===== src/common/core_config.svh =====
`ifndef CORE_CONFIG_SVH
`define CORE_CONFIG_SVH

// Byte address width seen by both memories
`define CORE_ADDR_W 12

// Fetch address out of reset
`define CORE_RESET_PC 32'h0000_0000

// Halt pair, addi x1,x0,12 then jalr x0,0(x1)
`define CORE_HALT_WORD0 32'h00c0_0093
`define CORE_HALT_WORD1 32'h0000_8067

`endif


===== src/common/rvIsaPkg.sv =====
package rvIsaPkg;

	// RV32I major opcodes, only the ones this core executes
	typedef enum logic [6:0] {
		opcLoad   = 7'b0000011,
		opcOpImm  = 7'b0010011,
		opcAuipc  = 7'b0010111,
		opcStore  = 7'b0100011,
		opcOp     = 7'b0110011,
		opcLui    = 7'b0110111,
		opcBranch = 7'b1100011,
		opcJalr   = 7'b1100111,
		opcJal    = 7'b1101111
	} opcodeT;

	// Compare ops return 0 or 1 in bit 0
	typedef enum logic [3:0] {
		aluAdd, aluSub, aluSll, aluSlt, aluSltu, aluXor, aluSrl,
		aluSra, aluOr, aluAnd, aluEq, aluNe, aluGe, aluGeu
	} aluOpT;

	// Load and store width codes
	localparam logic [2:0] f3Byte  = 3'b000;
	localparam logic [2:0] f3Half  = 3'b001;
	localparam logic [2:0] f3Word  = 3'b010;
	localparam logic [2:0] f3ByteU = 3'b100; // Zero extended
	localparam logic [2:0] f3HalfU = 3'b101;

	// Branch conditions
	localparam logic [2:0] f3Beq  = 3'b000;
	localparam logic [2:0] f3Bne  = 3'b001;
	localparam logic [2:0] f3Blt  = 3'b100;
	localparam logic [2:0] f3Bge  = 3'b101;
	localparam logic [2:0] f3Bltu = 3'b110;
	localparam logic [2:0] f3Bgeu = 3'b111;

	// Register and immediate arithmetic
	localparam logic [2:0] f3AddSub = 3'b000;
	localparam logic [2:0] f3Sll    = 3'b001;
	localparam logic [2:0] f3Slt    = 3'b010;
	localparam logic [2:0] f3Sltu   = 3'b011;
	localparam logic [2:0] f3Xor    = 3'b100;
	localparam logic [2:0] f3SrlSra = 3'b101; // instr[30] picks arithmetic
	localparam logic [2:0] f3Or     = 3'b110;
	localparam logic [2:0] f3And    = 3'b111;

endpackage


===== src/common/rvCtrlPkg.sv =====
package rvCtrlPkg;

	// Source of the register write-back value
	typedef enum logic [1:0] {
		wbAlu,
		wbLoad,
		wbPc4, // Link address for JAL and JALR
		wbImm  // LUI
	} wbSelT;

	// Next PC source
	typedef enum logic [1:0] {
		pcSeq,
		pcBranch, // PC plus immediate, also JAL
		pcJump    // JALR, from the ALU
	} pcSelT;

	// Halt pair detector
	typedef enum logic [1:0] {
		hsRun,
		hsFirst,
		hsHalted
	} haltStateT;

endpackage


===== src/rtl/decoder.sv =====
`timescale 1ns/1ps

module decoder import rvIsaPkg::*, rvCtrlPkg::*; (
	input logic [31:0] instr,
	output logic [4:0] rs1,
	output logic [4:0] rs2,
	output logic [4:0] rd,
	output logic [31:0] imm,
	output aluOpT aluOp,
	output logic aluSrcImm,
	output logic aluSrcPc,
	output wbSelT wbSel,
	output logic regWrite,
	output logic memWrite,
	output logic [2:0] memFunct,
	output logic isBranch,
	output logic isJal,
	output logic isJalr
);

	opcodeT opcode;
	logic [2:0] funct3;
	logic [31:0] immI, immS, immB, immU, immJ;

	// Shared by OP and OP-IMM, subBit only ever set for OP
	function automatic aluOpT arithOp(input logic [2:0] f3, input logic subBit,
		input logic sraBit);
		case (f3)
			f3AddSub: arithOp = subBit ? aluSub : aluAdd;
			f3Sll:    arithOp = aluSll;
			f3Slt:    arithOp = aluSlt;
			f3Sltu:   arithOp = aluSltu;
			f3Xor:    arithOp = aluXor;
			f3SrlSra: arithOp = sraBit ? aluSra : aluSrl;
			f3Or:     arithOp = aluOr;
			f3And:    arithOp = aluAnd;
			default:  arithOp = aluAdd;
		endcase
	endfunction

	assign opcode = opcodeT'(instr[6:0]);
	assign funct3 = instr[14:12];
	assign rs1 = instr[19:15];
	assign rs2 = instr[24:20];
	assign rd = instr[11:7];
	assign memFunct = funct3; // Width code for the aligner

	// Sign-extended immediates, one per format
	assign immI = {{20{instr[31]}}, instr[31:20]};
	assign immS = {{20{instr[31]}}, instr[31:25], instr[11:7]};
	assign immB = {{19{instr[31]}}, instr[31], instr[7], instr[30:25], instr[11:8], 1'b0};
	assign immU = {instr[31:12], 12'b0};
	assign immJ = {{11{instr[31]}}, instr[31], instr[19:12], instr[20], instr[30:21], 1'b0};

	always_comb begin
		imm = immI;
		aluOp = aluAdd;
		wbSel = wbAlu;
		aluSrcImm = 1'b0;
		aluSrcPc = 1'b0;
		regWrite = 1'b0; // Unknown opcodes write nothing
		memWrite = 1'b0;
		isBranch = 1'b0;
		isJal = 1'b0;
		isJalr = 1'b0;
		case (opcode)
			opcOp: begin
				aluOp = arithOp(funct3, instr[30], instr[30]);
				regWrite = 1'b1;
			end
			opcOpImm: begin
				aluOp = arithOp(funct3, 1'b0, instr[30]);
				aluSrcImm = 1'b1;
				regWrite = 1'b1;
			end
			opcLoad: begin
				aluSrcImm = 1'b1; // Address is rs1 plus offset
				wbSel = wbLoad;
				regWrite = 1'b1;
			end
			opcStore: begin
				imm = immS;
				aluSrcImm = 1'b1;
				memWrite = 1'b1;
			end
			opcBranch: begin
				imm = immB;
				isBranch = 1'b1;
				case (funct3)
					f3Beq:   aluOp = aluEq;
					f3Bne:   aluOp = aluNe;
					f3Blt:   aluOp = aluSlt;
					f3Bge:   aluOp = aluGe;
					f3Bltu:  aluOp = aluSltu;
					f3Bgeu:  aluOp = aluGeu;
					default: isBranch = 1'b0; // Reserved condition, fall through
				endcase
			end
			opcJal: begin
				imm = immJ;
				wbSel = wbPc4;
				regWrite = 1'b1;
				isJal = 1'b1;
			end
			opcJalr: begin
				aluSrcImm = 1'b1; // Target rs1 plus offset
				wbSel = wbPc4;
				regWrite = 1'b1;
				isJalr = 1'b1;
			end
			opcLui: begin
				imm = immU;
				wbSel = wbImm;
				regWrite = 1'b1;
			end
			opcAuipc: begin
				imm = immU;
				aluSrcPc = 1'b1;
				aluSrcImm = 1'b1;
				regWrite = 1'b1;
			end
			default: ;
		endcase
	end

endmodule


===== src/rtl/alu.sv =====
`timescale 1ns/1ps

module alu import rvIsaPkg::*; (
	input logic [31:0] a,
	input logic [31:0] b,
	input aluOpT op,
	output logic [31:0] result
);

	logic [4:0] shamt;

	assign shamt = b[4:0]; // RV32I uses five shift bits only

	always_comb begin
		case (op)
			aluAdd:  result = a + b;
			aluSub:  result = a - b;
			aluSll:  result = a << shamt;
			aluSlt:  result = {31'b0, $signed(a) < $signed(b)};
			aluSltu: result = {31'b0, a < b};
			aluXor:  result = a ^ b;
			aluSrl:  result = a >> shamt;
			aluSra:  result = $signed(a) >>> shamt; // Keeps sign
			aluOr:   result = a | b;
			aluAnd:  result = a & b;
			// Branch compares, bit 0 is the decision
			aluEq:   result = {31'b0, a == b};
			aluNe:   result = {31'b0, a != b};
			aluGe:   result = {31'b0, $signed(a) >= $signed(b)};
			aluGeu:  result = {31'b0, a >= b};
			default: result = a + b;
		endcase
	end

endmodule


===== src/rtl/lsuAlign.sv =====
`timescale 1ns/1ps

module lsuAlign import rvIsaPkg::*; (
	input logic [1:0] addrLow,
	input logic [2:0] funct,
	input logic [31:0] storeData,
	input logic [31:0] memRdata,
	output logic [3:0] byteEn,
	output logic [31:0] storeWord,
	output logic [31:0] loadData
);

	logic [31:0] laneData;

	// Store side, data replicated so any lane holds it
	always_comb begin
		case (funct)
			f3Byte: begin
				storeWord = {4{storeData[7:0]}};
				byteEn = 4'b0001 << addrLow;
			end
			f3Half: begin
				storeWord = {2{storeData[15:0]}};
				byteEn = 4'b0011 << {addrLow[1], 1'b0}; // Low or high half
			end
			f3Word: begin
				storeWord = storeData;
				byteEn = 4'b1111;
			end
			default: begin
				storeWord = storeData;
				byteEn = 4'b0000; // Reserved width stores nothing
			end
		endcase
	end

	// Addressed lane moved down to bit 0
	assign laneData = memRdata >> {addrLow, 3'b000};

	always_comb begin
		case (funct)
			f3Byte:  loadData = {{24{laneData[7]}}, laneData[7:0]};
			f3ByteU: loadData = {24'b0, laneData[7:0]};
			f3Half:  loadData = {{16{laneData[15]}}, laneData[15:0]};
			f3HalfU: loadData = {16'b0, laneData[15:0]};
			default: loadData = memRdata; // LW
		endcase
	end

endmodule


===== src/rtl/pcUnit.sv =====
`timescale 1ns/1ps
`include "core_config.svh"

module pcUnit import rvCtrlPkg::*; (
	input logic CLK,
	input logic RSTn,
	input logic advance,
	input logic branchTaken,
	input logic isJal,
	input logic isJalr,
	input logic [31:0] imm,
	input logic [31:0] aluResult,
	output logic [31:0] pc,
	output logic [31:0] pcPlus4
);

	pcSelT pcSel;
	logic [31:0] nextPc;

	assign pcPlus4 = pc + 32'd4;

	always_comb begin
		if (isJalr) pcSel = pcJump;
		else if (isJal || branchTaken) pcSel = pcBranch; // Same adder for both
		else pcSel = pcSeq;
	end

	always_comb begin
		case (pcSel)
			pcBranch: nextPc = pc + imm;
			pcJump:   nextPc = {aluResult[31:1], 1'b0}; // Bit 0 cleared per spec
			default:  nextPc = pcPlus4;
		endcase
	end

	always_ff @(posedge CLK) begin
		if (RSTn) pc <= `CORE_RESET_PC;
		else if (advance) pc <= nextPc; // Frozen once halted
	end

endmodule


===== src/rtl/haltFsm.sv =====
`timescale 1ns/1ps
`include "core_config.svh"

module haltFsm import rvCtrlPkg::*; (
	input logic CLK,
	input logic RSTn,
	input logic [31:0] instr,
	output logic halt
);

	haltStateT state, nextState;

	// Rises in the cycle the second word shows up
	assign halt = (state == hsHalted) ||
		(state == hsFirst && instr == `CORE_HALT_WORD1);

	always_comb begin
		nextState = state;
		case (state)
			hsRun:   if (instr == `CORE_HALT_WORD0) nextState = hsFirst;
			hsFirst: nextState = (instr == `CORE_HALT_WORD1) ? hsHalted : hsRun;
			hsHalted: nextState = hsHalted; // Only reset leaves
			default: nextState = hsRun;
		endcase
	end

	always_ff @(posedge CLK) begin
		if (RSTn) state <= hsRun;
		else state <= nextState;
	end

endmodule


===== src/rtl/retireCounter.sv =====
`timescale 1ns/1ps

module retireCounter (
	input logic CLK,
	input logic RSTn,
	input logic enable,
	output logic [31:0] count
);

	// Wraps naturally at 32 bits
	always_ff @(posedge CLK) begin
		if (RSTn) begin
			count <= 32'd0;
		end else if (enable) begin
			count <= count + 32'd1;
		end
	end

endmodule


===== src/rtl/riscvTop.sv =====
`timescale 1ns/1ps
`include "core_config.svh"

module riscvTop import rvIsaPkg::*, rvCtrlPkg::*; (
	input logic CLK,
	input logic RSTn,
	output logic iMemCsn,
	input logic [31:0] iMemDi,
	output logic [`CORE_ADDR_W-1:0] iMemAddr, // Byte address
	output logic dMemCsn,
	input logic [31:0] dMemDi,
	output logic [31:0] dMemDout,
	output logic [`CORE_ADDR_W-1:0] dMemAddr, // Word address
	output logic dMemWen,
	output logic [3:0] dMemBe,
	output logic rfWe,
	output logic [4:0] rfRa1,
	output logic [4:0] rfRa2,
	output logic [4:0] rfWa1,
	input logic [31:0] rfRd1,
	input logic [31:0] rfRd2,
	output logic [31:0] rfWd,
	output logic halt,
	output logic [31:0] numInst,
	output logic [31:0] outputPort
);

	logic [31:0] imm, aluA, aluB, aluResult, loadData, pc, pcPlus4;
	aluOpT aluOp;
	wbSelT wbSel;
	logic aluSrcImm, aluSrcPc, regWrite, memWrite;
	logic isBranch, isJal, isJalr, running;
	logic [2:0] memFunct;

	assign running = !RSTn && !halt; // Out of reset and not frozen

	assign iMemCsn = RSTn;
	assign dMemCsn = RSTn;
	assign iMemAddr = pc[`CORE_ADDR_W-1:0];
	assign dMemAddr = aluResult[`CORE_ADDR_W+1:2]; // Drop byte offset

	decoder decoder_i (
		.instr(iMemDi), .rs1(rfRa1), .rs2(rfRa2), .rd(rfWa1), .imm(imm),
		.aluOp(aluOp), .aluSrcImm(aluSrcImm), .aluSrcPc(aluSrcPc), .wbSel(wbSel),
		.regWrite(regWrite), .memWrite(memWrite), .memFunct(memFunct),
		.isBranch(isBranch), .isJal(isJal), .isJalr(isJalr)
	);

	assign aluA = aluSrcPc ? pc : rfRd1; // PC only for AUIPC
	assign aluB = aluSrcImm ? imm : rfRd2;

	alu alu_i (.a(aluA), .b(aluB), .op(aluOp), .result(aluResult));

	lsuAlign lsuAlign_i (
		.addrLow(aluResult[1:0]), .funct(memFunct), .storeData(rfRd2),
		.memRdata(dMemDi), .byteEn(dMemBe), .storeWord(dMemDout), .loadData(loadData)
	);

	pcUnit pcUnit_i (
		.CLK(CLK), .RSTn(RSTn), .advance(!halt),
		.branchTaken(isBranch && aluResult[0]), // Compare result in bit 0
		.isJal(isJal), .isJalr(isJalr), .imm(imm), .aluResult(aluResult),
		.pc(pc), .pcPlus4(pcPlus4)
	);

	haltFsm haltFsm_i (.CLK(CLK), .RSTn(RSTn), .instr(iMemDi), .halt(halt));

	retireCounter retireCounter_i (
		.CLK(CLK), .RSTn(RSTn), .enable(running), .count(numInst)
	);

	// Write-back select
	always_comb begin
		case (wbSel)
			wbLoad:  rfWd = loadData;
			wbPc4:   rfWd = pcPlus4; // Link
			wbImm:   rfWd = imm;
			default: rfWd = aluResult;
		endcase
	end

	assign rfWe = regWrite && running;
	assign dMemWen = !(memWrite && running); // Active low
	assign outputPort = rfWd;

endmodule


===== config.mk =====
export PLATFORM = sky130hd
export DESIGN_NAME = riscvTop
export DESIGN_NICKNAME = d
export VERILOG_FILES = /design/src/common/rvIsaPkg.sv /design/src/common/rvCtrlPkg.sv /design/src/rtl/decoder.sv /design/src/rtl/alu.sv /design/src/rtl/lsuAlign.sv /design/src/rtl/pcUnit.sv /design/src/rtl/haltFsm.sv /design/src/rtl/retireCounter.sv /design/src/rtl/riscvTop.sv
export VERILOG_INCLUDE_DIRS = /design/src /design/src/common
export SDC_FILE = /design/constraint.sdc
export NUM_CORES = 1
export LEC_CHECK = 0
export ABC_AREA = 1
export BUFFER_PORTS_ARGS = -buffer_cell sky130_fd_sc_hd__buf_2
export CORE_ASPECT_RATIO = 0.8
export CORE_MARGIN = 3
export CORE_UTILIZATION = 30
export CTS_CLUSTER_SIZE = 30
export DETAILED_ROUTE_END_ITERATION = 8
export PLACE_DENSITY = 0.46
export RECOVER_POWER = 100
export SLEW_MARGIN = 10
export SYNTH_ARGS = -nofsm -noshare
export SYNTH_HDL_FRONTEND = slang
export SYNTH_SLANG_ARGS = --single-unit

===== constraint.sdc =====
create_clock -name CLK -period 18.7 [get_ports CLK]
set_input_delay 3.74 -clock CLK [delete_from_list [all_inputs] [get_ports CLK]]
set_output_delay 3.74 -clock CLK [all_outputs]
set_load 0.05 [all_outputs]

==> impl_metrics.ini, run 1 <==
[floorplanning]
die_area_sq_um = 62400
ios = 306
core_region_area_sq_um = 58400
die_w_microns = 279
initial_core_util_pct = 30.5
row_count = 79
die_h_microns = 224

[layout]
final_cell_mix = nand2_1, inv_1, nand3_1, a21oi_1, o21ai_0
final_common_cell = nand2_1
final_cells = 4166
area_delta_synth_final_pct = 8.54
final_nets = 3655
drive_gt1_share_pct = 8.42
insertedDiodeCount = 0

[power]
power_density_nw_per_um2 = 54.0
power_leakage_nw = 8.92
ir_drop_mv = 0.0700
power_mw = 1.04

[global_routing]
grt_use_total_pct = 31.6
grt_max_degree = 69
grt_pass1_wl_mm = 147
grt_pass1_vias = 21000
grt_antenna_before_repair = 7
grt_overflow = 0

[clocking]
ctsResizeCount = 0
cts_max_level = 3
cts_hold_buf = 0
clock_latency_ps = 360
cts_buffers = 9
cts_tree = yes
clk_pin_slew_ps = 70
root_buffer = clkbuf_16
clock_sinks = 66
cts_buffer_depth = 2
post_cts_buffers = 0

[yosys]
syn-num-nets = 3525
synth-edff-count = 0
syn_area_sq_um = 17800
synth_top_family_by_area = simple AND/OR/NAND/NOR gates
synthSimpleGateAreaFrac_pct = 39.6
async_flop_share_pct = 0
synthMuxAreaShare_pct = 0.393
netlist_instances = 3262
yosysWarnings = 0
syn_avg_cell_area_sq_um = 5.46
synth_top_cell_area_share_pct = 17.9
synth_compound_area_share_pct = 25.1
synthXorXnorAreaFrac_pct = 3.10
yosysTopAreaCell = nand2_1
synthTopCellsByArea = nand2_1, nand3_1, ha_1, o21ai_0, a21oi_1
ys_types = 64
ys_seq_area_share_pct = 7.41
ys_ff_latch = 66
synth_ff_type = dfxtp_1
synth_fa_ha_area_share_pct = 9.46

[sta]
slew_violations = 57
setup_tns_ps = 0
setup_violations = 0
min_period_ps = 16380
rsz0062_at_grt = no
finalCritPeriodShare_pct = 87.6
fin_worst_skew_ps = 10.8
slew_headroom_pct = -68.1
max_freq_mhz = 61.1
tightest_slew_ps = 2510
fin_ws_ps = 2320
finalHoldViolCount = 0

[drt]
routed_via_density = 5.66
drc = 0
wire_per_inst_microns = 24.9
ant_nets = 0
drt_first_iter_violations = 3330
vias = 23600
drtPass1Iterations = 6
wl_mm = 104

[status]
violations = capacitance limit, slew limit
status = finished with violations

[placed_design]
post-place-ws_ps = 4640
place_inst = 4150
numPortBuffers = 305
hpwl_mm = 86.6
gp_congestion = 1.00

[setup_path]
required_ps = 14960
criticalPathCategory = in -> out
cp.arrival_ps = 12640
start_kind = input port
cp-end-kind = primary output
crit_fanout = 33

[flow_run]
drv_cap = 2

[min_path]
hp-class = reg -> reg
[area by class of cell]
cell class                 instances  area [sq um]
timing repair buffer             334          1530
clock buffer                       9           225
tap                              769           962
multi-input combinational       2593         13800
fill                            6956         39100
sequential                        66          1320
clock inverter                     7          61.3
inverter                         388          1460
[final timing paths]
check | startpoint | to | slack, ps | cells past startpoint
hold reg to reg | pcUnit_i.pc[31] | pcUnit_i.pc[31] | 500 | 2
setup / recovery | iMemDi[13] | outputPort[18] | 2320 | 22
setup reg to reg | pcUnit_i.pc[31] | pcUnit_i.pc[19] | 12320 | 21
hold / removal | pcUnit_i.pc[31] | pcUnit_i.pc[31] | 500 | 2
[metal layers]
layer  track usage, %  part of all wire (%)  up-vias  wire length, microns
li1                 -                     -    11100                     -
met1             49.0                    47    11000                 49300
met2             44.3                    39     1357                 40400
met3             5.52                    11      110                 11200
met4             7.77                   2.7        8                  2830
met5                0                 0.052        -                    54
[flip-flops by register name, summed over array words and instances, names as in the netlist]
name and flops:
retireCounter_i.count 32, haltFsm_i.state 2, pcUnit_i.pc 32
[through the flow]
| stage | area (sq um) | hold WS [ps] | util [%] |
|---|---|---|---|
| 2_1_floorplan | 17800 | 449 | - |
| 3_3_place_gp | 19300 | 484 | 33.1 |
| 3_5_place_dp | 19300 | 481 | 33.1 |
| 4_1_cts | 19600 | 491 | 33.6 |
| 5_1_grt | 19300 | 515 | 33.1 |
| 6_report | 19300 | 497 | 33.1 |
[worst max-delay path, cell delays in order]
cell and delay (ps):
clkbuf_1 620, nor2_1 2140, nand2_1 460, inv_1 800
nand2_1 250, nand3_1 190, nand2_1 390, nor2_1 310
nand2_1 260, nor2_4 670, nand3_1 260, nand4_1 190
nor2_2 40, nand3_1 250, nand2_4 240, inv_1 300
o21ai_0 180, nand3_2 160, nand3_4 260, nand3_1 190
nand3b_1 310, clkbuf_1 390
[power by group]
group	internal [mW]	total [mW]	leakage (nW)	switching, mW
sequential	0.143	0.146	0.533	0.00393
clock	0.0924	0.177	0.135	0.0848
combinational	0.156	0.720	8.26	0.564
total	0.391	1.04	8.92	0.653
[logic make-up after synthesis]
| group | Yosys count |
|---|---|
| adders and majority gates | 133 |
| AOI/OAI and AO/OA | 789 |
| muxes | 7 |
| xor gates and xnor gates | 63 |
| DFF | 66 |
| and+or+nand+nor | 1601 |
| buffers and inverters | 603 |
[cells in the mapped netlist (4+ instances only)]
library cell	instances
nand2_1	852
inv_1	362
nand3_1	326
o21ai_0	276
a21oi_1	273
nor2_1	219
ha_1	130
buf_4	77
clkbuf_1	73
dfxtp_1	66
xor2_1	51
buf_2	46
nand4_1	46
o21a_1	38
nor3_1	37
o22ai_1	36
o21ai_1	29
or2_2	28
a31oi_1	27
inv_2	23
o211ai_1	22
nor4_1	20
o221ai_1	17
nand2_2	13
buf_1	12
o21bai_1	12
xnor2_1	12
a21oi_2	11
nand3b_1	10
a211oi_1	8
nor2_2	8
o2111ai_1	8
buf_6	7
mux2i_1	7
a21boi_0	6
nand3_2	6
nor2_4	6
and2_1	5
nand3_4	5
nor3b_1	5
a21o_1	4
a221oi_1	4
nand2_4	4
(Power assumes the default switching activity.)
==> run 2: changes to the inputs <==
--- a/config.mk
+++ b/config.mk
@@ -8,12 +8,11 @@
 export LEC_CHECK = 0
 export ABC_AREA = 1
 export BUFFER_PORTS_ARGS = -buffer_cell sky130_fd_sc_hd__buf_2
-export CORE_ASPECT_RATIO = 0.8
 export CORE_MARGIN = 3
 export CORE_UTILIZATION = 30
 export CTS_CLUSTER_SIZE = 30
 export DETAILED_ROUTE_END_ITERATION = 8
-export PLACE_DENSITY = 0.46
+export PLACE_DENSITY = 0.48
 export RECOVER_POWER = 100
 export SLEW_MARGIN = 10
 export SYNTH_ARGS = -nofsm -noshare
==> constraint.sdc (replaced) <==
create_clock -name CLK -period 13.37 [get_ports CLK]
set_input_delay 2.674 -clock CLK [delete_from_list [all_inputs] [get_ports CLK]]
set_output_delay 2.674 -clock CLK [all_outputs]
set_load 0.05 [all_outputs]
==> run 2 against run 1 <==
The run still ends with capacitance limit, slew limit left. Sequential power is 40% higher. Die area about the same. Routed wire length rose by 1.0%.
==> impl_metrics.ini, run 2 (synthesis gave the netlist of run 1 again) <==
[sta]
rsz0062_at_grt = no
fin_worst_skew_ps = 10.3
setup_violations = 0
tightest_slew_ps = 2110
slew_headroom_pct = -41.2
fin_ws_ps = 1010
slew_violations = 93
max_freq_mhz = 80.9
finalHoldViolCount = 0
min_period_ps = 12360
setup_tns_ps = 0
finalCritPeriodShare_pct = 92.4

[setup_path]
required_ps = 10700
slowest_delay_ps = 1650
crit_fanout = 33
cp.arrival_ps = 9680
crit_top_cell = nand2_1
crit_slowest_cell = nor2_1
cp-end-kind = primary output
worstPathCellList = buf_2, nor2_1, nand2_2, inv_1, nand2_1, nand3_1, nand2_2, nor2_1, nand2_1, nor2_4, nand2_1, nand2_1, a21oi_2, nand2_1, nand2_1, nand2_1, nand3_4, nand3_4, nand3_1, nand3b_1, buf_2
start_kind = input port
criticalPathCategory = in -> out

[clocking]
ctsResizeCount = 0
post_cts_buffers = 0
clk_pin_slew_ps = 70
cts_hold_buf = 0
cts_buffers = 9
cts_tree = yes
cts_max_level = 3
clock_sinks = 66
clock_latency_ps = 370
cts_buffer_depth = 2
root_buffer = clkbuf_16

[layout]
final_nets = 3656
insertedDiodeCount = 0
final_cells = 4163
post-route-util_pct = 33.3
final_cell_mix = nand2_1, inv_1, nand3_1, o21ai_0, a21oi_1
area_delta_synth_final_pct = 8.94
top_regs = pcUnit_i.pc: 32 flops, retireCounter_i.count: 32 flops, haltFsm_i.state: 2 flops
drive_gt1_share_pct = 8.71
final_common_cell = nand2_1

[floorplanning]
ios = 306
die_h_microns = 250
row_count = 88
core_region_area_sq_um = 58200
die_w_microns = 250
initial_core_util_pct = 30.6
die_area_sq_um = 62400

[placed_design]
hpwl_mm = 88.1
place_inst = 4147
numPortBuffers = 305
gp_congestion = 1.05
post-place-ws_ps = 1910

[global_routing]
grt_antenna_before_repair = 1
grt_use_total_pct = 31.9
grt_pass1_vias = 21400
grt_overflow = 0
grt_max_degree = 68
grt_pass1_wl_mm = 149

[flow_run]
drv_cap = 3

[power]
power_density_nw_per_um2 = 76.6
ir_drop_mv = 0.0618
power_leakage_nw = 8.96

[status]
status = finished with violations
violations = capacitance limit, slew limit

[min_path]
hp-class = reg -> reg

[drt]
drt_first_iter_violations = 2976
routed_via_density = 5.66
drc = 0
wl_mm = 105
vias = 23600
ant_nets = 0
drtPass1Iterations = 8
wire_per_inst_microns = 25.2
run 2: final timing paths:
check / cells after the start / to / startpoint / slack (ps)
setup / recovery: 21 / rfWd[31] / iMemDi[13] / 1010
hold / removal: 2 / pcUnit_i.pc[30] / pcUnit_i.pc[30] / 480
setup reg to reg: 24 / pcUnit_i.pc[19] / pcUnit_i.pc[2] / 7130
hold reg to reg: 2 / pcUnit_i.pc[30] / pcUnit_i.pc[30] / 480
run 2: metrics by stage:
| step | cell area (sq um) | total power, mW | hold WS, ps |
|---|---|---|---|
| 2_1_floorplan | 17800 | 0.940 | 449 |
| 3_3_place_gp | 19300 | 1.21 | 468 |
| 3_5_place_dp | 19300 | 1.21 | 473 |
| 4_1_cts | 19700 | 1.49 | 484 |
| 5_1_grt | 19400 | 1.56 | 536 |
| 6_report | 19400 | 1.49 | 478 |
run 2: area by class of cell:
type / count / area, sq um
clock buffer: 9 / 225
clock inverter: 7 / 100
fill: 6923 / 38800
inverter: 388 / 1460
multi-input combinational: 2593 / 13800
sequential: 66 / 1320
tap: 765 / 957
timing repair buffer: 335 / 1530
run 2: report_power, final:
| group | total, mW | switching (mW) | internal, mW |
|---|---|---|---|
| Sequential | 0.204 | 0.00505 | 0.199 |
| Clock | 0.277 | 0.112 | 0.165 |
| Combinational | 1.01 | 0.787 | 0.219 |
run 2: worst max-delay path, delay by kind of cell:
family                 cells  cell delay (ps)
and+or+nand+nor           17             5470
AOI/OAI and AO/OA          1               60
buffers and inverters      3             1450
run 2: per-layer routing:
metal / track usage, % / vias to the layer above / share of wire [%]
met5: 0 / - / 0.012
met4: 15.6 / 2 / 5.8
met3: 6.58 / 207 / 9.6
met2: 51.1 / 1322 / 44
met1: 40.7 / 10900 / 41
li1: - / 11100 / -
